===== src/state_display_pkg.sv =====
`default_nettype none

package state_display_pkg;

    localparam int SEG_W        = 7;
    localparam int DIGIT_COUNT  = 8;
    localparam int DIGIT_IDX_W  = 3;
    localparam int PROBE_W      = 16;
    localparam int LABEL_DIGITS = 4;
    localparam int VALUE_DIGITS = 4;

    typedef logic [SEG_W-1:0] glyph_t;                 // active low with segment g at msb
    typedef glyph_t [LABEL_DIGITS-1:0] glyph_quad_t;   // [0] is the rightmost digit

    // one probe word read as hex or as a control-unit state code
    typedef union packed {
        logic [VALUE_DIGITS-1:0][3:0] nibbles;
        struct packed {
            logic [7:0] upper;                         // zero for a valid state
            logic [3:0] phase;
            logic [1:0] variant;
            logic [1:0] step;
        } state;
    } probe_word_u;

    localparam glyph_t GLYPH_BLANK   = 7'b111_1111;

    localparam glyph_t GLYPH_HEX_0   = 7'b100_0000;
    localparam glyph_t GLYPH_HEX_1   = 7'b111_1001;
    localparam glyph_t GLYPH_HEX_2   = 7'b010_0100;
    localparam glyph_t GLYPH_HEX_3   = 7'b011_0000;
    localparam glyph_t GLYPH_HEX_4   = 7'b001_1001;
    localparam glyph_t GLYPH_HEX_5   = 7'b001_0010;
    localparam glyph_t GLYPH_HEX_6   = 7'b000_0010;
    localparam glyph_t GLYPH_HEX_7   = 7'b111_1000;
    localparam glyph_t GLYPH_HEX_8   = 7'b000_0000;
    localparam glyph_t GLYPH_HEX_9   = 7'b001_1000;
    localparam glyph_t GLYPH_HEX_A   = 7'b000_1000;
    localparam glyph_t GLYPH_HEX_B   = 7'b000_0011;
    localparam glyph_t GLYPH_HEX_C   = 7'b100_0110;
    localparam glyph_t GLYPH_HEX_D   = 7'b010_0001;
    localparam glyph_t GLYPH_HEX_E   = 7'b000_0110;
    localparam glyph_t GLYPH_HEX_F   = 7'b000_1110;

    localparam glyph_t GLYPH_LC_B    = 7'b000_0011;
    localparam glyph_t GLYPH_LC_R    = 7'b010_1111;
    localparam glyph_t GLYPH_S       = 7'b001_0010;
    localparam glyph_t GLYPH_U       = 7'b100_0001;
    localparam glyph_t GLYPH_I       = 7'b111_1001;
    localparam glyph_t GLYPH_LC_I    = 7'b111_1011;
    localparam glyph_t GLYPH_LC_D    = 7'b010_0001;
    localparam glyph_t GLYPH_LC_N    = 7'b010_1011;
    localparam glyph_t GLYPH_P       = 7'b000_1100;
    localparam glyph_t GLYPH_C       = 7'b100_0110;
    localparam glyph_t GLYPH_A       = 7'b000_1000;
    localparam glyph_t GLYPH_LC_T    = 7'b000_0111;
    localparam glyph_t GLYPH_E       = 7'b000_0110;
    localparam glyph_t GLYPH_F       = 7'b000_1110;
    localparam glyph_t GLYPH_L       = 7'b100_0111;
    localparam glyph_t GLYPH_LC_M    = 7'b101_0100;
    localparam glyph_t GLYPH_O       = 7'b100_0000;

    // wide letters drawn over two digits
    localparam glyph_t GLYPH_X_LEFT  = 7'b111_0000;
    localparam glyph_t GLYPH_X_RIGHT = 7'b100_0110;
    localparam glyph_t GLYPH_M_LEFT  = 7'b100_1100;
    localparam glyph_t GLYPH_M_RIGHT = 7'b101_1000;
    localparam glyph_t GLYPH_T_LEFT  = 7'b111_1000;
    localparam glyph_t GLYPH_T_RIGHT = 7'b100_1110;

    localparam glyph_t GLYPH_ONE     = 7'b111_1001;
    localparam glyph_t GLYPH_TWO     = 7'b010_0100;

    localparam logic [PROBE_W-1:0] VIEW_BUS  = 16'd0;
    localparam logic [PROBE_W-1:0] VIEW_RA   = 16'd1;
    localparam logic [PROBE_W-1:0] VIEW_RB   = 16'd2;
    localparam logic [PROBE_W-1:0] VIEW_RC   = 16'd3;
    localparam logic [PROBE_W-1:0] VIEW_IS   = 16'd4;
    localparam logic [PROBE_W-1:0] VIEW_XA   = 16'd5;
    localparam logic [PROBE_W-1:0] VIEW_XB   = 16'd6;
    localparam logic [PROBE_W-1:0] VIEW_BA   = 16'd7;
    localparam logic [PROBE_W-1:0] VIEW_BB   = 16'd8;
    localparam logic [PROBE_W-1:0] VIEW_RI   = 16'd9;
    localparam logic [PROBE_W-1:0] VIEW_IND  = 16'd10;
    localparam logic [PROBE_W-1:0] VIEW_CP   = 16'd11;
    localparam logic [PROBE_W-1:0] VIEW_AM   = 16'd12;
    localparam logic [PROBE_W-1:0] VIEW_M    = 16'd13;
    localparam logic [PROBE_W-1:0] VIEW_T1   = 16'd14;
    localparam logic [PROBE_W-1:0] VIEW_T2   = 16'd15;
    localparam logic [PROBE_W-1:0] VIEW_FSM  = 16'd16;
    localparam logic [PROBE_W-1:0] VIEW_LAST = VIEW_FSM;

    localparam logic [3:0] PH_RESET      = 4'd0;
    localparam logic [3:0] PH_FETCH      = 4'd1;
    localparam logic [3:0] PH_DECODE     = 4'd2;
    localparam logic [3:0] PH_ADDR       = 4'd3;
    localparam logic [3:0] PH_LOAD_SRC   = 4'd4;
    localparam logic [3:0] PH_LOAD_DST   = 4'd5;
    localparam logic [3:0] PH_NOLOAD_DST = 4'd6;
    localparam logic [3:0] PH_EXEC       = 4'd7;
    localparam logic [3:0] PH_STORE      = 4'd8;
    localparam logic [3:0] PH_INC_CP     = 4'd9;

    localparam logic [1:0] VAR_REG    = 2'd1;   // addressing phase only
    localparam logic [1:0] VAR_MEM    = 2'd1;
    localparam logic [1:0] VAR_IO     = 2'd3;
    localparam logic [1:0] VAR_SUM    = 2'd0;

    localparam logic [1:0] VAR_1OP    = 2'd0;
    localparam logic [1:0] VAR_2OP    = 2'd1;
    localparam logic [1:0] VAR_TRANSF = 2'd2;

endpackage

`default_nettype wire


===== src/view_selector.sv =====
`timescale 1ns/10ps
`default_nettype none

module view_selector (
    input  wire                                    i_w_clk,
    input  wire                                    i_w_reset_n,
    input  wire                                    i_w_next,
    input  wire                                    i_w_prev,
    output logic [state_display_pkg::PROBE_W-1:0] o_w_view
);

    logic l_r_next_last;
    logic l_r_prev_last;
    logic l_w_next_rise;
    logic l_w_prev_rise;

    assign l_w_next_rise = i_w_next && !l_r_next_last;
    assign l_w_prev_rise = i_w_prev && !l_r_prev_last;

    always_ff @(posedge i_w_clk or negedge i_w_reset_n) begin
        if (!i_w_reset_n) begin
            l_r_next_last <= 1'b0;
            l_r_prev_last <= 1'b0;
            o_w_view      <= state_display_pkg::VIEW_BUS;
        end else begin
            l_r_next_last <= i_w_next;
            l_r_prev_last <= i_w_prev;
            if (l_w_prev_rise) begin                     // prev wins a tie
                o_w_view <= (o_w_view == state_display_pkg::VIEW_BUS) ?
                            state_display_pkg::VIEW_LAST : o_w_view - 16'd1;
            end else if (l_w_next_rise) begin
                o_w_view <= (o_w_view == state_display_pkg::VIEW_LAST) ?
                            state_display_pkg::VIEW_BUS : o_w_view + 16'd1;
            end
        end
    end

endmodule

`default_nettype wire


===== src/register_label_rom.sv =====
`timescale 1ns/10ps
`default_nettype none

module register_label_rom (
    input  wire  [state_display_pkg::PROBE_W-1:0] i_w_view,
    output state_display_pkg::glyph_quad_t        o_w_label,
    output logic                                  o_w_fsm_view
);

    assign o_w_fsm_view = (i_w_view == state_display_pkg::VIEW_FSM);

    // glyphs listed from digit 7 down to digit 4
    always_comb begin
        case (i_w_view)
            state_display_pkg::VIEW_BUS: o_w_label = {state_display_pkg::GLYPH_BLANK,
                state_display_pkg::GLYPH_LC_B, state_display_pkg::GLYPH_U,
                state_display_pkg::GLYPH_S};
            state_display_pkg::VIEW_RA: o_w_label = {{2{state_display_pkg::GLYPH_BLANK}},
                state_display_pkg::GLYPH_LC_R, state_display_pkg::GLYPH_A};
            state_display_pkg::VIEW_RB: o_w_label = {{2{state_display_pkg::GLYPH_BLANK}},
                state_display_pkg::GLYPH_LC_R, state_display_pkg::GLYPH_LC_B};
            state_display_pkg::VIEW_RC: o_w_label = {{2{state_display_pkg::GLYPH_BLANK}},
                state_display_pkg::GLYPH_LC_R, state_display_pkg::GLYPH_C};
            state_display_pkg::VIEW_IS: o_w_label = {{2{state_display_pkg::GLYPH_BLANK}},
                state_display_pkg::GLYPH_I, state_display_pkg::GLYPH_S};
            state_display_pkg::VIEW_XA: o_w_label = {state_display_pkg::GLYPH_BLANK,
                state_display_pkg::GLYPH_X_LEFT, state_display_pkg::GLYPH_X_RIGHT,
                state_display_pkg::GLYPH_A};
            state_display_pkg::VIEW_XB: o_w_label = {state_display_pkg::GLYPH_BLANK,
                state_display_pkg::GLYPH_X_LEFT, state_display_pkg::GLYPH_X_RIGHT,
                state_display_pkg::GLYPH_LC_B};
            state_display_pkg::VIEW_BA: o_w_label = {{2{state_display_pkg::GLYPH_BLANK}},
                state_display_pkg::GLYPH_LC_B, state_display_pkg::GLYPH_A};
            state_display_pkg::VIEW_BB: o_w_label = {{2{state_display_pkg::GLYPH_BLANK}},
                state_display_pkg::GLYPH_LC_B, state_display_pkg::GLYPH_LC_B};
            state_display_pkg::VIEW_RI: o_w_label = {{2{state_display_pkg::GLYPH_BLANK}},
                state_display_pkg::GLYPH_LC_R, state_display_pkg::GLYPH_I};
            state_display_pkg::VIEW_IND: o_w_label = {state_display_pkg::GLYPH_BLANK,
                state_display_pkg::GLYPH_LC_I, state_display_pkg::GLYPH_LC_N,
                state_display_pkg::GLYPH_LC_D};
            state_display_pkg::VIEW_CP: o_w_label = {{2{state_display_pkg::GLYPH_BLANK}},
                state_display_pkg::GLYPH_C, state_display_pkg::GLYPH_P};
            state_display_pkg::VIEW_AM: o_w_label = {state_display_pkg::GLYPH_BLANK,
                state_display_pkg::GLYPH_A, state_display_pkg::GLYPH_M_LEFT,
                state_display_pkg::GLYPH_M_RIGHT};
            state_display_pkg::VIEW_M: o_w_label = {{2{state_display_pkg::GLYPH_BLANK}},
                state_display_pkg::GLYPH_M_LEFT, state_display_pkg::GLYPH_M_RIGHT};
            state_display_pkg::VIEW_T1: o_w_label = {state_display_pkg::GLYPH_BLANK,
                state_display_pkg::GLYPH_T_LEFT, state_display_pkg::GLYPH_T_RIGHT,
                state_display_pkg::GLYPH_ONE};
            state_display_pkg::VIEW_T2: o_w_label = {state_display_pkg::GLYPH_BLANK,
                state_display_pkg::GLYPH_T_LEFT, state_display_pkg::GLYPH_T_RIGHT,
                state_display_pkg::GLYPH_TWO};
            state_display_pkg::VIEW_FSM: o_w_label = {state_display_pkg::GLYPH_F,
                state_display_pkg::GLYPH_S, state_display_pkg::GLYPH_M_LEFT,
                state_display_pkg::GLYPH_M_RIGHT};
            default: o_w_label = {state_display_pkg::LABEL_DIGITS{
                state_display_pkg::GLYPH_BLANK}};
        endcase
    end

endmodule

`default_nettype wire


===== src/fsm_mnemonic_rom.sv =====
`timescale 1ns/10ps
`default_nettype none

module fsm_mnemonic_rom (
    input  wire state_display_pkg::probe_word_u  i_w_in,
    output state_display_pkg::glyph_quad_t       o_w_mnemonic
);

    logic                                  l_w_known;
    logic [1:0]                            l_w_max_step;     // highest legal micro-step
    logic [3*state_display_pkg::SEG_W-1:0] l_w_letters;      // digits 3, 2, 1
    state_display_pkg::glyph_t             l_w_step_glyph;

    always_comb begin
        {l_w_known, l_w_max_step, l_w_letters} = {1'b0, 2'd0,
            {3{state_display_pkg::GLYPH_BLANK}}};
        case ({i_w_in.state.phase, i_w_in.state.variant})
            {state_display_pkg::PH_RESET, 2'd0}: {l_w_known, l_w_max_step, l_w_letters} =
                {1'b1, 2'd0, state_display_pkg::GLYPH_LC_R, state_display_pkg::GLYPH_S,
                state_display_pkg::GLYPH_LC_T};
            {state_display_pkg::PH_FETCH, 2'd0}: {l_w_known, l_w_max_step, l_w_letters} =
                {1'b1, 2'd2, state_display_pkg::GLYPH_F, state_display_pkg::GLYPH_E,
                state_display_pkg::GLYPH_LC_T};
            {state_display_pkg::PH_DECODE, 2'd0}: {l_w_known, l_w_max_step, l_w_letters} =
                {1'b1, 2'd0, state_display_pkg::GLYPH_LC_D, state_display_pkg::GLYPH_C,
                state_display_pkg::GLYPH_LC_D};
            {state_display_pkg::PH_ADDR, state_display_pkg::VAR_SUM}:
                {l_w_known, l_w_max_step, l_w_letters} = {1'b1, 2'd2,
                state_display_pkg::GLYPH_A, state_display_pkg::GLYPH_LC_D,
                state_display_pkg::GLYPH_S};
            {state_display_pkg::PH_ADDR, state_display_pkg::VAR_REG}:
                {l_w_known, l_w_max_step, l_w_letters} = {1'b1, 2'd0,
                state_display_pkg::GLYPH_A, state_display_pkg::GLYPH_LC_D,
                state_display_pkg::GLYPH_LC_R};
            {state_display_pkg::PH_ADDR, state_display_pkg::VAR_IO}:
                {l_w_known, l_w_max_step, l_w_letters} = {1'b1, 2'd0,
                state_display_pkg::GLYPH_A, state_display_pkg::GLYPH_LC_D,
                state_display_pkg::GLYPH_I};
            {state_display_pkg::PH_LOAD_SRC, 2'd0}: {l_w_known, l_w_max_step, l_w_letters} =
                {1'b1, 2'd0, state_display_pkg::GLYPH_L, state_display_pkg::GLYPH_S,
                state_display_pkg::GLYPH_LC_R};
            {state_display_pkg::PH_LOAD_SRC, state_display_pkg::VAR_MEM}:
                {l_w_known, l_w_max_step, l_w_letters} = {1'b1, 2'd2,
                state_display_pkg::GLYPH_L, state_display_pkg::GLYPH_S,
                state_display_pkg::GLYPH_LC_M};
            {state_display_pkg::PH_LOAD_SRC, state_display_pkg::VAR_IO}:
                {l_w_known, l_w_max_step, l_w_letters} = {1'b1, 2'd1,
                state_display_pkg::GLYPH_L, state_display_pkg::GLYPH_S,
                state_display_pkg::GLYPH_I};
            {state_display_pkg::PH_LOAD_DST, 2'd0}: {l_w_known, l_w_max_step, l_w_letters} =
                {1'b1, 2'd0, state_display_pkg::GLYPH_L, state_display_pkg::GLYPH_LC_D,
                state_display_pkg::GLYPH_LC_R};
            {state_display_pkg::PH_LOAD_DST, state_display_pkg::VAR_MEM}:
                {l_w_known, l_w_max_step, l_w_letters} = {1'b1, 2'd2,
                state_display_pkg::GLYPH_L, state_display_pkg::GLYPH_LC_D,
                state_display_pkg::GLYPH_LC_M};
            {state_display_pkg::PH_NOLOAD_DST, 2'd0}:
                {l_w_known, l_w_max_step, l_w_letters} = {1'b1, 2'd0,
                state_display_pkg::GLYPH_LC_N, state_display_pkg::GLYPH_LC_D,
                state_display_pkg::GLYPH_LC_R};
            {state_display_pkg::PH_NOLOAD_DST, state_display_pkg::VAR_IO}:
                {l_w_known, l_w_max_step, l_w_letters} = {1'b1, 2'd0,
                state_display_pkg::GLYPH_LC_N, state_display_pkg::GLYPH_LC_D,
                state_display_pkg::GLYPH_I};
            {state_display_pkg::PH_EXEC, state_display_pkg::VAR_1OP}:
                {l_w_known, l_w_max_step, l_w_letters} = {1'b1, 2'd0,
                state_display_pkg::GLYPH_E, state_display_pkg::GLYPH_ONE,
                state_display_pkg::GLYPH_O};
            {state_display_pkg::PH_EXEC, state_display_pkg::VAR_2OP}:
                {l_w_known, l_w_max_step, l_w_letters} = {1'b1, 2'd0,
                state_display_pkg::GLYPH_E, state_display_pkg::GLYPH_TWO,
                state_display_pkg::GLYPH_O};
            {state_display_pkg::PH_EXEC, state_display_pkg::VAR_TRANSF}:
                {l_w_known, l_w_max_step, l_w_letters} = {1'b1, 2'd0,
                state_display_pkg::GLYPH_E, state_display_pkg::GLYPH_T_LEFT,
                state_display_pkg::GLYPH_T_RIGHT};
            {state_display_pkg::PH_STORE, 2'd0}: {l_w_known, l_w_max_step, l_w_letters} =
                {1'b1, 2'd0, state_display_pkg::GLYPH_S, state_display_pkg::GLYPH_LC_T,
                state_display_pkg::GLYPH_LC_R};
            {state_display_pkg::PH_STORE, state_display_pkg::VAR_MEM}:
                {l_w_known, l_w_max_step, l_w_letters} = {1'b1, 2'd1,
                state_display_pkg::GLYPH_S, state_display_pkg::GLYPH_LC_T,
                state_display_pkg::GLYPH_LC_M};
            {state_display_pkg::PH_STORE, state_display_pkg::VAR_IO}:
                {l_w_known, l_w_max_step, l_w_letters} = {1'b1, 2'd0,
                state_display_pkg::GLYPH_S, state_display_pkg::GLYPH_LC_T,
                state_display_pkg::GLYPH_I};
            {state_display_pkg::PH_INC_CP, 2'd0}: {l_w_known, l_w_max_step, l_w_letters} =
                {1'b1, 2'd1, state_display_pkg::GLYPH_I, state_display_pkg::GLYPH_C,
                state_display_pkg::GLYPH_P};
            default: ;                                   // unknown code stays blank
        endcase
    end

    always_comb begin
        case (i_w_in.state.step)
            2'd1:    l_w_step_glyph = state_display_pkg::GLYPH_ONE;
            2'd2:    l_w_step_glyph = state_display_pkg::GLYPH_TWO;
            default: l_w_step_glyph = state_display_pkg::GLYPH_BLANK;
        endcase
        if (l_w_known && i_w_in.state.upper == 8'd0 &&
                i_w_in.state.step <= l_w_max_step) begin
            o_w_mnemonic = {l_w_letters, l_w_step_glyph};
        end else begin
            o_w_mnemonic = {state_display_pkg::VALUE_DIGITS{state_display_pkg::GLYPH_BLANK}};
        end
    end

endmodule

`default_nettype wire


===== src/display_scanner.sv =====
`timescale 1ns/10ps
`default_nettype none

module display_scanner (
    input  wire                                        i_w_clk,
    input  wire                                        i_w_reset_n,
    input  wire state_display_pkg::probe_word_u        i_w_in,
    input  wire state_display_pkg::glyph_quad_t        i_w_label,
    input  wire state_display_pkg::glyph_quad_t        i_w_mnemonic,
    input  wire                                        i_w_fsm_view,
    output state_display_pkg::glyph_t                  o_w_7seg,
    output logic [state_display_pkg::DIGIT_COUNT-1:0]  o_w_an
);

    logic [state_display_pkg::DIGIT_IDX_W-1:0] l_r_digit;
    logic [3:0]                                l_w_nibble;
    state_display_pkg::glyph_t                 l_w_hex;

    always_ff @(posedge i_w_clk or negedge i_w_reset_n) begin
        if (!i_w_reset_n) begin
            l_r_digit <= '0;
        end else begin
            l_r_digit <= l_r_digit + 3'd1;               // wraps after digit 7
        end
    end

    assign o_w_an     = ~(8'b0000_0001 << l_r_digit);   // one cold
    assign l_w_nibble = i_w_in.nibbles[l_r_digit[1:0]];

    always_comb begin
        case (l_w_nibble)
            4'h0: l_w_hex = state_display_pkg::GLYPH_HEX_0;
            4'h1: l_w_hex = state_display_pkg::GLYPH_HEX_1;
            4'h2: l_w_hex = state_display_pkg::GLYPH_HEX_2;
            4'h3: l_w_hex = state_display_pkg::GLYPH_HEX_3;
            4'h4: l_w_hex = state_display_pkg::GLYPH_HEX_4;
            4'h5: l_w_hex = state_display_pkg::GLYPH_HEX_5;
            4'h6: l_w_hex = state_display_pkg::GLYPH_HEX_6;
            4'h7: l_w_hex = state_display_pkg::GLYPH_HEX_7;
            4'h8: l_w_hex = state_display_pkg::GLYPH_HEX_8;
            4'h9: l_w_hex = state_display_pkg::GLYPH_HEX_9;
            4'hA: l_w_hex = state_display_pkg::GLYPH_HEX_A;
            4'hB: l_w_hex = state_display_pkg::GLYPH_HEX_B;
            4'hC: l_w_hex = state_display_pkg::GLYPH_HEX_C;
            4'hD: l_w_hex = state_display_pkg::GLYPH_HEX_D;
            4'hE: l_w_hex = state_display_pkg::GLYPH_HEX_E;
            4'hF: l_w_hex = state_display_pkg::GLYPH_HEX_F;
        endcase
    end

    always_comb begin
        if (l_r_digit[2]) begin
            o_w_7seg = i_w_label[l_r_digit[1:0]];        // upper four digits
        end else if (i_w_fsm_view) begin
            o_w_7seg = i_w_mnemonic[l_r_digit[1:0]];
        end else begin
            o_w_7seg = l_w_hex;
        end
    end

endmodule

`default_nettype wire


===== src/state_display.sv =====
`timescale 1ns/10ps
`default_nettype none

module state_display (
    input  wire                                        i_w_clk,
    input  wire                                        i_w_reset_n,
    input  wire                                        i_w_next,
    input  wire                                        i_w_prev,
    input  wire  [state_display_pkg::PROBE_W-1:0]      i_w_in,
    output logic [state_display_pkg::SEG_W-1:0]        o_w_7seg,
    output logic [state_display_pkg::DIGIT_COUNT-1:0]  o_w_an,
    output logic [state_display_pkg::PROBE_W-1:0]      o_w_state
);

    logic [state_display_pkg::PROBE_W-1:0] l_w_view;
    state_display_pkg::glyph_quad_t        l_w_label;
    state_display_pkg::glyph_quad_t        l_w_mnemonic;
    logic                                  l_w_fsm_view;

    assign o_w_state = l_w_view;

    view_selector i_view_selector (
        .i_w_clk      (i_w_clk),
        .i_w_reset_n  (i_w_reset_n),
        .i_w_next     (i_w_next),
        .i_w_prev     (i_w_prev),
        .o_w_view     (l_w_view)
    );

    register_label_rom i_register_label_rom (
        .i_w_view     (l_w_view),
        .o_w_label    (l_w_label),
        .o_w_fsm_view (l_w_fsm_view)
    );

    fsm_mnemonic_rom i_fsm_mnemonic_rom (
        .i_w_in       (i_w_in),
        .o_w_mnemonic (l_w_mnemonic)
    );

    display_scanner i_display_scanner (
        .i_w_clk      (i_w_clk),
        .i_w_reset_n  (i_w_reset_n),
        .i_w_in       (i_w_in),
        .i_w_label    (l_w_label),
        .i_w_mnemonic (l_w_mnemonic),
        .i_w_fsm_view (l_w_fsm_view),
        .o_w_7seg     (o_w_7seg),
        .o_w_an       (o_w_an)
    );

endmodule

`default_nettype wire


===== config.mk =====
export PLATFORM = sky130hd
export DESIGN_NAME = state_display
export DESIGN_NICKNAME = d
export VERILOG_FILES = /design/src/state_display_pkg.sv /design/src/view_selector.sv /design/src/register_label_rom.sv /design/src/fsm_mnemonic_rom.sv /design/src/display_scanner.sv /design/src/state_display.sv
export SDC_FILE = /design/constraint.sdc
export NUM_CORES = 1
export LEC_CHECK = 0
export BUFFER_PORTS_ARGS = -buffer_cell sky130_fd_sc_hd__buf_2
export CELL_PAD_IN_SITES_DETAIL_PLACEMENT = 2
export CELL_PAD_IN_SITES_GLOBAL_PLACEMENT = 2
export CORE_AREA = 2 2 112 125
export CTS_CLUSTER_DIAMETER = 40
export DETAILED_ROUTE_END_ITERATION = 6
export DIE_AREA = 0 0 114 127
export PLACE_DENSITY = 0.83
export SYNTH_ARGS = -nofsm -noshare
export SYNTH_HDL_FRONTEND = slang
export SYNTH_SLANG_ARGS = --single-unit

===== constraint.sdc =====
create_clock -name i_w_clk -period 2.62 [get_ports i_w_clk]
set_input_delay 0.131 -clock i_w_clk [delete_from_list [all_inputs] [get_ports i_w_clk]]
set_output_delay 0.131 -clock i_w_clk [all_outputs]
set_load 0.02 [all_outputs]

==> impl_metrics.env, run 1 <==
export IMPL_status="finished, violations left"
export IMPL_violations="negative setup slack"
export IMPL_grt_max_degree=36
export IMPL_num_vias=5092
export IMPL_grt_ovfl_total=0
export IMPL_synth_edf_count=0
export IMPL_yosysUniqueCellTypes=74
export IMPL_slew_headroom_pct=45.9
export IMPL_end_kind="primary output"
export IMPL_multi_input_comb_area_um2=3350
export IMPL_hold_class="in -> async"
export IMPL_yosysSeqAreaShare_pct=13.4
export IMPL_syn_nets=588
export IMPL_final_area_um2=5070
export IMPL_cts_buffers=3
export IMPL_antenna_found_initial=0
export IMPL_final_net_count=658
export IMPL_track_usage_pct=27.1
export IMPL_yosysTopAreaCell="dfrtp_1"
export IMPL_synth_commonest_cells="nand2_1 (50), a21oi_1 (36), o21ai_0 (36)"
export IMPL_grt_pass1_wl_um=31400
export IMPL_clock_root_buffer="clkbuf_16"
export IMPL_yosys_register_bits=21
export IMPL_async_flop_share_pct=100
export IMPL_crit_type="reg -> out"
export IMPL_ant_nets=0
export IMPL_cts_htree_levels=1
export IMPL_rows=44
export IMPL_first_global_vias=5358
export IMPL_required_ns=2.49
export IMPL_synthCells=539
export IMPL_vias_per_cell=6.62
export IMPL_dr_pass1_iters=5
export IMPL_r2r_slack_ns=0.07
export IMPL_cp_start_kind="register"
export IMPL_worstRegToRegCells=11
export IMPL_hold_viol=0
export IMPL_pin_count=51
export IMPL_seqCellArea_um2=528
export IMPL_drtIter0Drc=382
export IMPL_synth_flop_cell="dfrtp_1"
export IMPL_r2r_start="i_view_selector.o_w_view[0]"
export IMPL_io_buffer_count=50
export IMPL_fin_crit_ns=2.85
export IMPL_yosys_warnings=0
export IMPL_yosysMostFrequentCell="nand2_1"
export IMPL_crit_arrival_ns=2.72
export IMPL_rr_endpoint="i_view_selector.o_w_view[4]"
export IMPL_dp_hpwl_um=13400
export IMPL_finalMaxSlewViolations=0
export IMPL_area_delta_synth_final_pct=29.4
export IMPL_ir_drop_mv=0.434
export IMPL_max_freq_ghz=0.351
export IMPL_synth_area_leaders="dfrtp_1 (13%), ha_1 (9.3%), nand2_1 (4.8%)"
export IMPL_avgSynthCellArea_um2=7.27
export IMPL_cellPowerDensity_nw_per_um2=627
export IMPL_synth_area_um2=3920
export IMPL_antenna_cells=0
export IMPL_setup_viol=6
export IMPL_drive_gt1_share_pct=33.4
export IMPL_place_gp_congestion=0.898
export IMPL_routedWlPerCell_um=27.8
export IMPL_rsz0062_at_grt="true"
export IMPL_die_h_um=127
export IMPL_finalCritPeriodShare_pct=109
export IMPL_clock_sinks=21
export IMPL_drt_wl_total_um=21400
export IMPL_die_x_um=114
export IMPL_worst_pin_slew_ns=0.812
export IMPL_fillers=1537
export IMPL_path_max_fanout=4
export IMPL_clk_pin_slew_ns=0.07
export IMPL_postPlaceCellArea_um2=4530
export IMPL_initial_core_util_pct=29.9
export IMPL_cts_tree="done"
export IMPL_synth_top_cell_area_share_pct=13.4
export IMPL_clk_path_buf_depth=2
export IMPL_core_area_um2=13100
export IMPL_drc=0
export IMPL_place_ws_ns=-0.0783
export IMPL_leakage_nw=2.00
export IMPL_dieArea_um2=14500
export IMPL_drv_cap=0
export IMPL_worst_slack_ns=-0.229
export IMPL_fin_worst_skew_ns=0.00302
export IMPL_clkLatencyLatePin_ns=0.26
[how the worst max path moves through the flow]
stage,start,end,slack (ns),cells past startpoint
5_1_grt,i_display_scanner.l_r_digit[1],o_w_7seg[0],-0.35,9
2_1_floorplan,i_w_in[5],o_w_7seg[3],-0.1,11
6_report,i_display_scanner.l_r_digit[1],o_w_7seg[0],-0.23,9
4_1_cts,i_display_scanner.l_r_digit[1],o_w_7seg[3],-0.09,9
3_5_place_dp,i_w_in[6],o_w_7seg[5],-0.08,13
3_3_place_gp,i_w_in[6],o_w_7seg[5],-0.002,13
[cells by family (layout without fill, tap and decap cells)]
family	Yosys count	after routing	share of synthesized area (%)
AOI/OAI and AO/OA	187	187	32.7
xor gates and xnor gates	2	2	0.447
adders and majority gates	29	29	9.26
buffers and inverters	78	147	9.81
DFF	21	21	13.4
muxes	23	23	7.44
and+or+nand+nor	199	199	26.9
[cell type report]
class,count,share of cell area (%)
tap,161,3.97
clock buffer,3,1.48
multi-input combinational,440,66.0
sequential,21,10.4
clock inverter,1,0.148
inverter,23,1.95
timing repair buffer,120,16.0
[sequential cells by signal, indices dropped and copies added (netlist names)]
name	cells
i_view_selector.l_r_prev_last	1
i_view_selector.o_w_view	16
i_display_scanner.l_r_digit	3
i_view_selector.l_r_next_last	1
[metal layers]
metal | part of all wire [%] | global-route usage (%) | wire [um] | vias up
li1 | - | - | - | 2189
met1 | 39 | 31.4 | 8240 | 2583
met2 | 51 | 49.6 | 10900 | 234
met3 | 4.6 | 2.75 | 983 | 86
met4 | 6.0 | 13.0 | 1280 | 0
met5 | 0 | 0 | 0 | -
[report_power, final]
group	switching, mW	internal (mW)
clock	0.149	0.208
sequential	0.161	0.416
combinational	1.43	0.819
[cell usage in the layout, fill, tap and decap left out, types with 5 or more instances in the layout]
master / count
a211oi_2: 5
and3_1: 5
buf_2: 46
nor2b_1: 9
nand3_1: 20
ha_4: 5
ha_1: 21
a31oi_1: 17
a211oi_1: 6
inv_1: 16
nand4_1: 11
nor4_1: 5
nand2_1: 50
a221oi_1: 7
o31ai_1: 10
buf_4: 65
buf_6: 5
nor2_1: 32
a21oi_1: 32
o221ai_1: 6
o21ai_0: 29
nor3_1: 11
dfrtp_1: 19
mux2i_1: 9
mux2_2: 8
o22ai_1: 7
o211ai_1: 9
or3_1: 9
nand2b_1: 8
[stage by stage]
step | total power, mW | hold slack (ns) | std cells | util [%] | setup TNS, ns
floorplan | 1.76 | -0.165 | 539 | - | -0.448
global placement | 2.31 | 0.139 | 751 | 34.6 | -0.00160
detailed placement | 2.43 | 0.134 | 751 | 34.6 | -0.328
CTS | 2.94 | 0.389 | 764 | 36.9 | -0.211
global route | 3.35 | 0.419 | 769 | 38.7 | -1.41
finish | 3.18 | 0.381 | 769 | 38.7 | -0.816
[worst max-delay path: stages, from the launching register on]
cell	delay, ns
dfrtp_2	0.45
mux4_2	0.64
inv_4	0.12
ha_1	0.21
mux2_2	0.20
a221oi_2	0.06
o211ai_1	0.30
o21ai_2	0.14
a31oi_2	0.16
buf_4	0.16
[repair_timing]
action / CTS / global route
hold buffers: 3 / 0
pin swaps: 8 / 8
resized for setup: 38 / 48
setup buffers: 6 / 5
endpoints found under the hold margin: 23 / 0
endpoints found under the setup margin: 9 / 9
Note: power is estimated with default switching activity, not from simulation.
==> run 2: changes to the inputs <==
CORE_AREA = 2 2 111 123   (was 2 2 112 125)
DIE_AREA = 0 0 113 125   (was 0 0 114 127)
PLACE_DENSITY = 0.85   (was 0.83)
==> run 2 against run 1 <==
Against the previous run: the run ends with design-rule violations, negative setup slack left; via count is 2.5% lower; global-route usage is 2.5 points lower; sequential power is 1% lower.
==> impl_metrics.env, run 2 (synthesis gave the netlist of run 1 again) <==
export IMPL_status="finished, violations left"
export IMPL_violations="design-rule violations, negative setup slack"
export IMPL_reg_top3="i_view_selector.o_w_view: 16 flops, i_display_scanner.l_r_digit: 3 flops"
export IMPL_leakage_nw=2.00
export IMPL_path_max_fanout=9
export IMPL_total_power_mw=3.07
export IMPL_fillers=1472
export IMPL_drive_gt1_share_pct=32.2
export IMPL_rr_endpoint="i_view_selector.o_w_view[3]"
export IMPL_r2r_start="i_view_selector.o_w_view[7]"
export IMPL_antenna_found_initial=0
export IMPL_finalMaxSlewViolations=0
export IMPL_clkLatencyLatePin_ns=0.26
export IMPL_dr_pass1_iters=7
export IMPL_clk_path_buf_depth=2
export IMPL_ir_drop_mv=0.496
export IMPL_place_gp_congestion=0.889
export IMPL_cp_start_kind="register"
export IMPL_cts_tree="done"
export IMPL_core_area_um2=13000
export IMPL_crit_type="reg -> out"
export IMPL_crit_arrival_ns=2.67
export IMPL_final_area_um2=5060
export IMPL_io_buffer_count=50
export IMPL_clock_root_buffer="clkbuf_16"
export IMPL_grt_ovfl_total=0
export IMPL_routedWlPerCell_um=25.6
export IMPL_clk_pin_slew_ns=0.06
export IMPL_rsz0062_at_grt="true"
export IMPL_clock_sinks=21
export IMPL_worstRegToRegCells=6
export IMPL_crit_path_max_incr_delay_ns=0.63
export IMPL_worst_pin_slew_ns=0.726
export IMPL_die_h_um=125
export IMPL_pin_count=51
export IMPL_critical_path_cell_chain="mux4_2 -> ha_4 -> mux2_2 -> a221oi_1 -> o211ai_1 -> o21ai_2 -> a31oi_2 -> buf_2"
export IMPL_drv_cap=0
export IMPL_dp_hpwl_um=12900
export IMPL_grt_max_degree=29
export IMPL_end_kind="primary output"
export IMPL_initial_core_util_pct=30.2
export IMPL_dieArea_um2=14100
export IMPL_rows=44
export IMPL_layoutNonFillerInstCount=773
export IMPL_cts_htree_levels=1
export IMPL_drt_wl_total_um=19800
export IMPL_drc=2
export IMPL_die_x_um=113
export IMPL_hold_viol=0
export IMPL_cellPowerDensity_nw_per_um2=607
export IMPL_cpMaxStageDelayCell="mux4_2"
export IMPL_finalCritPeriodShare_pct=107
export IMPL_grt_pass1_wl_um=28500
export IMPL_max_freq_ghz=0.358
export IMPL_ant_nets=0
export IMPL_hold_class="in -> async"
export IMPL_vias_per_cell=6.42
export IMPL_slew_headroom_pct=51.3
export IMPL_largest_reg_flops=16
export IMPL_regMostFlops="i_view_selector.o_w_view"
export IMPL_critPathBufInv=1
export IMPL_first_global_vias=5166
export IMPL_postPlaceCellArea_um2=4530
export IMPL_setup_viol=6
export IMPL_r2r_slack_ns=0.22
export IMPL_num_vias=4964
export IMPL_fin_crit_ns=2.80
export IMPL_drtIter0Drc=390
export IMPL_final_common_cell="buf_4"
export IMPL_cts_buffers=3
export IMPL_antenna_cells=0
export IMPL_cp_top_family="multiplexers"
export IMPL_fin_worst_skew_ns=0.00194
export IMPL_required_ns=2.49
export IMPL_final_net_count=662
export IMPL_final_cell_mix="buf_4 (66), nand2_1 (50), buf_2 (46)"
export IMPL_track_usage_pct=24.6
export IMPL_worst_slack_ns=-0.177
export IMPL_area_delta_synth_final_pct=29.3
export IMPL_dp_cells=749
-- run 2: cell types whose count changed in the layout (fill, tap and decap cells not counted), sizes merged --
cell    delta
inv        -1
mux4       +1
bufbuf     +1
buf        +3
-- run 2: what timing repair did --
item                                    in CTS  in global routing
endpoints found under the setup margin       7                  9
pin swaps                                    7                 10
hold endpoints to repair                    23                  0
gates resized for setup                     35                 37
hold buffers                                 3                  0
gates cloned                                 1                  1
buffers inserted                             5                 10
-- run 2: power by group --
group,switching (mW),total [mW],internal [mW]
Sequential,0.155,0.571,0.416
Clock,0.138,0.346,0.208
Combinational,1.34,2.15,0.810
-- run 2: final cells by class --
class                   count  area, um^2  share of cell area, %
repair buffers            123         885                   17.5
well taps                 161         201                   3.98
clock buffers               4        78.8                   1.56
flip-flops and latches     21         527                   10.4
multi-input cells         441        3270                   64.7
inverters                  23        97.6                   1.93
-- run 2: worst max path at each step --
| stage | start | end | cells after the start |
|---|---|---|---|
| 2_1_floorplan | i_w_in[5] | o_w_7seg[3] | 11 |
| 3_3_place_gp | i_w_in[6] | o_w_7seg[6] | 13 |
| 3_5_place_dp | i_w_in[6] | o_w_7seg[6] | 13 |
| 4_1_cts | i_display_scanner.l_r_digit[1] | o_w_7seg[3] | 9 |
| 5_1_grt | i_display_scanner.l_r_digit[1] | o_w_7seg[3] | 9 |
| 6_report | i_display_scanner.l_r_digit[1] | o_w_7seg[0] | 8 |
-- run 2: routing by layer --
metal	share of wire [%]	vias up	wire length (um)	track usage, %
met2	53	157	10500	44.4
li1	-	2192	-	-
met1	40	2552	8000	30.0
met3	2.7	63	524	2.04
met5	0	-	0	0
met4	3.8	0	745	9.83
-- run 2: stage by stage --
stage	utilization, %	setup WS, ns	hold slack (ns)	setup TNS [ns]
final	39.0	-0.177	0.378	-0.571
after detailed placement	34.9	-0.101	0.139	-0.443
after global placement	34.9	-0.0295	0.120	-0.0295
after floorplan	-	-0.0982	-0.165	-0.448
after global routing	39.0	-0.233	0.421	-0.973
after CTS	37.2	-0.0399	0.395	-0.0594
-- run 2: worst register-to-register path: stages, from the launching register on --
cell,delay [ns]
dfrtp_1,0.39
or4_1,0.60
and4bb_4,0.44
buf_4,0.16
a31oi_4,0.21
a221oi_1,0.37
a21oi_1,0.12
==> run 3: changes to the inputs <==
==> constraint.sdc (replaced) <==
create_clock -name i_w_clk -period 2.62 [get_ports i_w_clk]
set_input_delay 0.393 -clock i_w_clk [delete_from_list [all_inputs] [get_ports i_w_clk]]
set_output_delay 0.393 -clock i_w_clk [all_outputs]
set_load 0.02 [all_outputs]
==> run 3 against run 2 <==
Against the previous run: the run still ends with design-rule violations, negative setup slack left; worst hold slack worse by 0.26 ns; via count is 7.8% higher; cell count is 5.8% higher; critical path type unchanged; largest cell class unchanged; highest routed layer unchanged.
==> impl_metrics.env, run 3 (synthesis gave the netlist of run 1 again) <==
export IMPL_max_freq_ghz=0.323
export IMPL_seqCellArea_um2=528
export IMPL_antenna_found_initial=0
export IMPL_final_net_count=707
export IMPL_multi_input_comb_area_um2=3280
export IMPL_final_common_cell="buf_4"
export IMPL_grt_max_degree=26
export IMPL_status="finished, violations left"
export IMPL_power_frac_comb_pct=73.8
export IMPL_fin_tns_setup_ns=-2.78
export IMPL_required_ns=2.23
export IMPL_cts_buffers=3
export IMPL_internal_power_mw=1.58
export IMPL_num_vias=5352
export IMPL_cp_start_kind="register"
export IMPL_clock_sinks=21
export IMPL_grt_pass1_wl_um=33400
export IMPL_clk_pin_slew_ns=0.06
export IMPL_fillers=1464
export IMPL_vias_per_cell=6.54
export IMPL_drtIter0Drc=433
export IMPL_critical_path_cell_chain="or4_4 -> and4bb_4 -> buf_4 -> nand2_1 -> o31ai_2 -> a31oi_1 -> buf_4"
export IMPL_hold_buffers=0
export IMPL_slew_headroom_pct=41.9
export IMPL_crit_path_max_incr_delay_ns=0.56
export IMPL_drt_wl_total_um=23100
export IMPL_grt_ovfl_total=0
export IMPL_drive_gt1_share_pct=38.4
export IMPL_cpMaxStageDelayCell="or4_4"
export IMPL_ir_drop_mv=0.388
export IMPL_final_cell_mix="buf_4 (113), nand2_1 (48), buf_2 (42)"
export IMPL_core_area_um2=13000
export IMPL_clk_path_buf_depth=2
export IMPL_path_max_fanout=5
export IMPL_place_gp_congestion=0.926
export IMPL_fin_crit_ns=3.09
export IMPL_cts_htree_levels=1
export IMPL_track_usage_pct=29.6
export IMPL_finalMaxSlewViolations=0
export IMPL_leakage_nw=2.23
export IMPL_p_sw_mw=1.82
export IMPL_clkLatencyLatePin_ns=0.26
export IMPL_critPathBufInv=2
export IMPL_cp_top_family="simple AND/OR/NAND/NOR gates"
export IMPL_crit_type="reg -> out"
export IMPL_hold_viol=0
export IMPL_cts_tree="done"
export IMPL_dieArea_um2=14100
export IMPL_clock_root_buffer="clkbuf_16"
export IMPL_fin_worst_skew_ns=0.00436
export IMPL_hold_class="in -> async"
export IMPL_ant_nets=0
export IMPL_first_global_vias=5794
export IMPL_end_kind="primary output"
export IMPL_die_x_um=113
export IMPL_fin_util_pct=41.5
export IMPL_worst_pin_slew_ns=0.872
export IMPL_worst_slack_ns=-0.473
export IMPL_initial_core_util_pct=30.2
export IMPL_drv_cap=0
export IMPL_layoutNonFillerInstCount=818
export IMPL_pin_count=51
export IMPL_finalCritPeriodShare_pct=118
export IMPL_drc=1
export IMPL_seq_power_share_pct=16.1
export IMPL_regMostFlops="i_view_selector.o_w_view"
export IMPL_dp_hpwl_um=15100
export IMPL_routedWlPerCell_um=28.2
export IMPL_cellPowerDensity_nw_per_um2=631
export IMPL_switching_share_pct=53.6
export IMPL_crit_arrival_ns=2.70
export IMPL_p_clk_share_pct=10.1
export IMPL_io_buffer_count=50
export IMPL_cp_common_cell="buf_4"
export IMPL_setup_viol=7
export IMPL_antenna_cells=0
export IMPL_rows=44
export IMPL_dr_pass1_iters=7
export IMPL_die_h_um=125
export IMPL_reg_top3="i_view_selector.o_w_view: 16 flops, i_display_scanner.l_r_digit: 3 flops"
export IMPL_rsz0062_at_grt="true"
export IMPL_dp_cells=810
export IMPL_area_delta_synth_final_pct=37.8
export IMPL_largest_reg_flops=16
export IMPL_violations="design-rule violations, negative setup slack"
==> run 3: cell types whose count changed in the layout (fill, tap and decap cells not counted), sizes merged <==
| cell | delta |
|---|---|
| clkinv | +2 |
| bufbuf | -1 |
| clkbuf | -1 |
| clkinvlp | -2 |
| dlygate4sd3 | -3 |
| inv | +1 |
| mux4 | -1 |
| buf | +50 |
==> run 3: timing repair <==
item	in CTS	in global routing
cloned	0	0
setup buffers	1	3
hold endpoints to repair	0	0
pin swaps	9	9
gates resized for setup	54	30
endpoints found under the setup margin	16	10
==> run 3: worst paths after layout <==
check                      depth (start not counted)  slack (ns)                             end                    startpoint
setup / recovery                                   7       -0.47                     o_w_7seg[4]   i_view_selector.o_w_view[7]
hold / removal                                     1        0.12     i_view_selector.o_w_view[7]                   i_w_reset_n
setup reg to reg                                   9        0.01    i_view_selector.o_w_view[12]   i_view_selector.o_w_view[1]
hold reg to reg                                    2        0.63    i_view_selector.o_w_view[10]  i_view_selector.o_w_view[10]
max in group asynchronous                          1        2.10  i_display_scanner.l_r_digit[0]                   i_w_reset_n
min in group i_w_clk                               1        0.25   i_view_selector.l_r_prev_last                      i_w_prev
==> run 3: layout make-up <==
| class | count | share of cell area [%] |
|---|---|---|
| flip-flops and latches | 21 | 9.78 |
| inverters | 23 | 1.60 |
| clock inverters | 1 | 0.0927 |
| repair buffers | 169 | 22.5 |
| multi-input cells | 440 | 60.9 |
| well taps | 161 | 3.73 |
| clock buffers | 3 | 1.39 |
==> run 3: routing by layer <==
metal	routed length (um)	global-route usage (%)	vias to the layer above
li1	-	-	2289
met3	1110	3.73	117
met5	0	0	-
met4	1550	15.2	0
met2	11900	54.7	259
met1	8530	32.9	2687
==> run 3: metrics by stage <==
step	setup slack, ns	hold slack [ns]	power (mW)	cell area [um^2]
floorplan	-0.607	0.0974	1.76	4020
global placement	-0.556	0.385	2.49	4980
detailed placement	-0.668	0.394	2.66	4980
CTS	-0.435	0.128	3.20	5290
global route	-0.572	0.130	3.55	5400
finish	-0.473	0.117	3.40	5400
==> run 3: power groups by stage <==
stage	Combinational [mW]	Sequential (mW)	Clock (mW)
floorplan	1.11	0.653	0
global placement	1.98	0.508	0
detailed placement	2.14	0.518	0
CTS	2.32	0.532	0.350
global route	2.63	0.560	0.362
finish	2.51	0.547	0.343
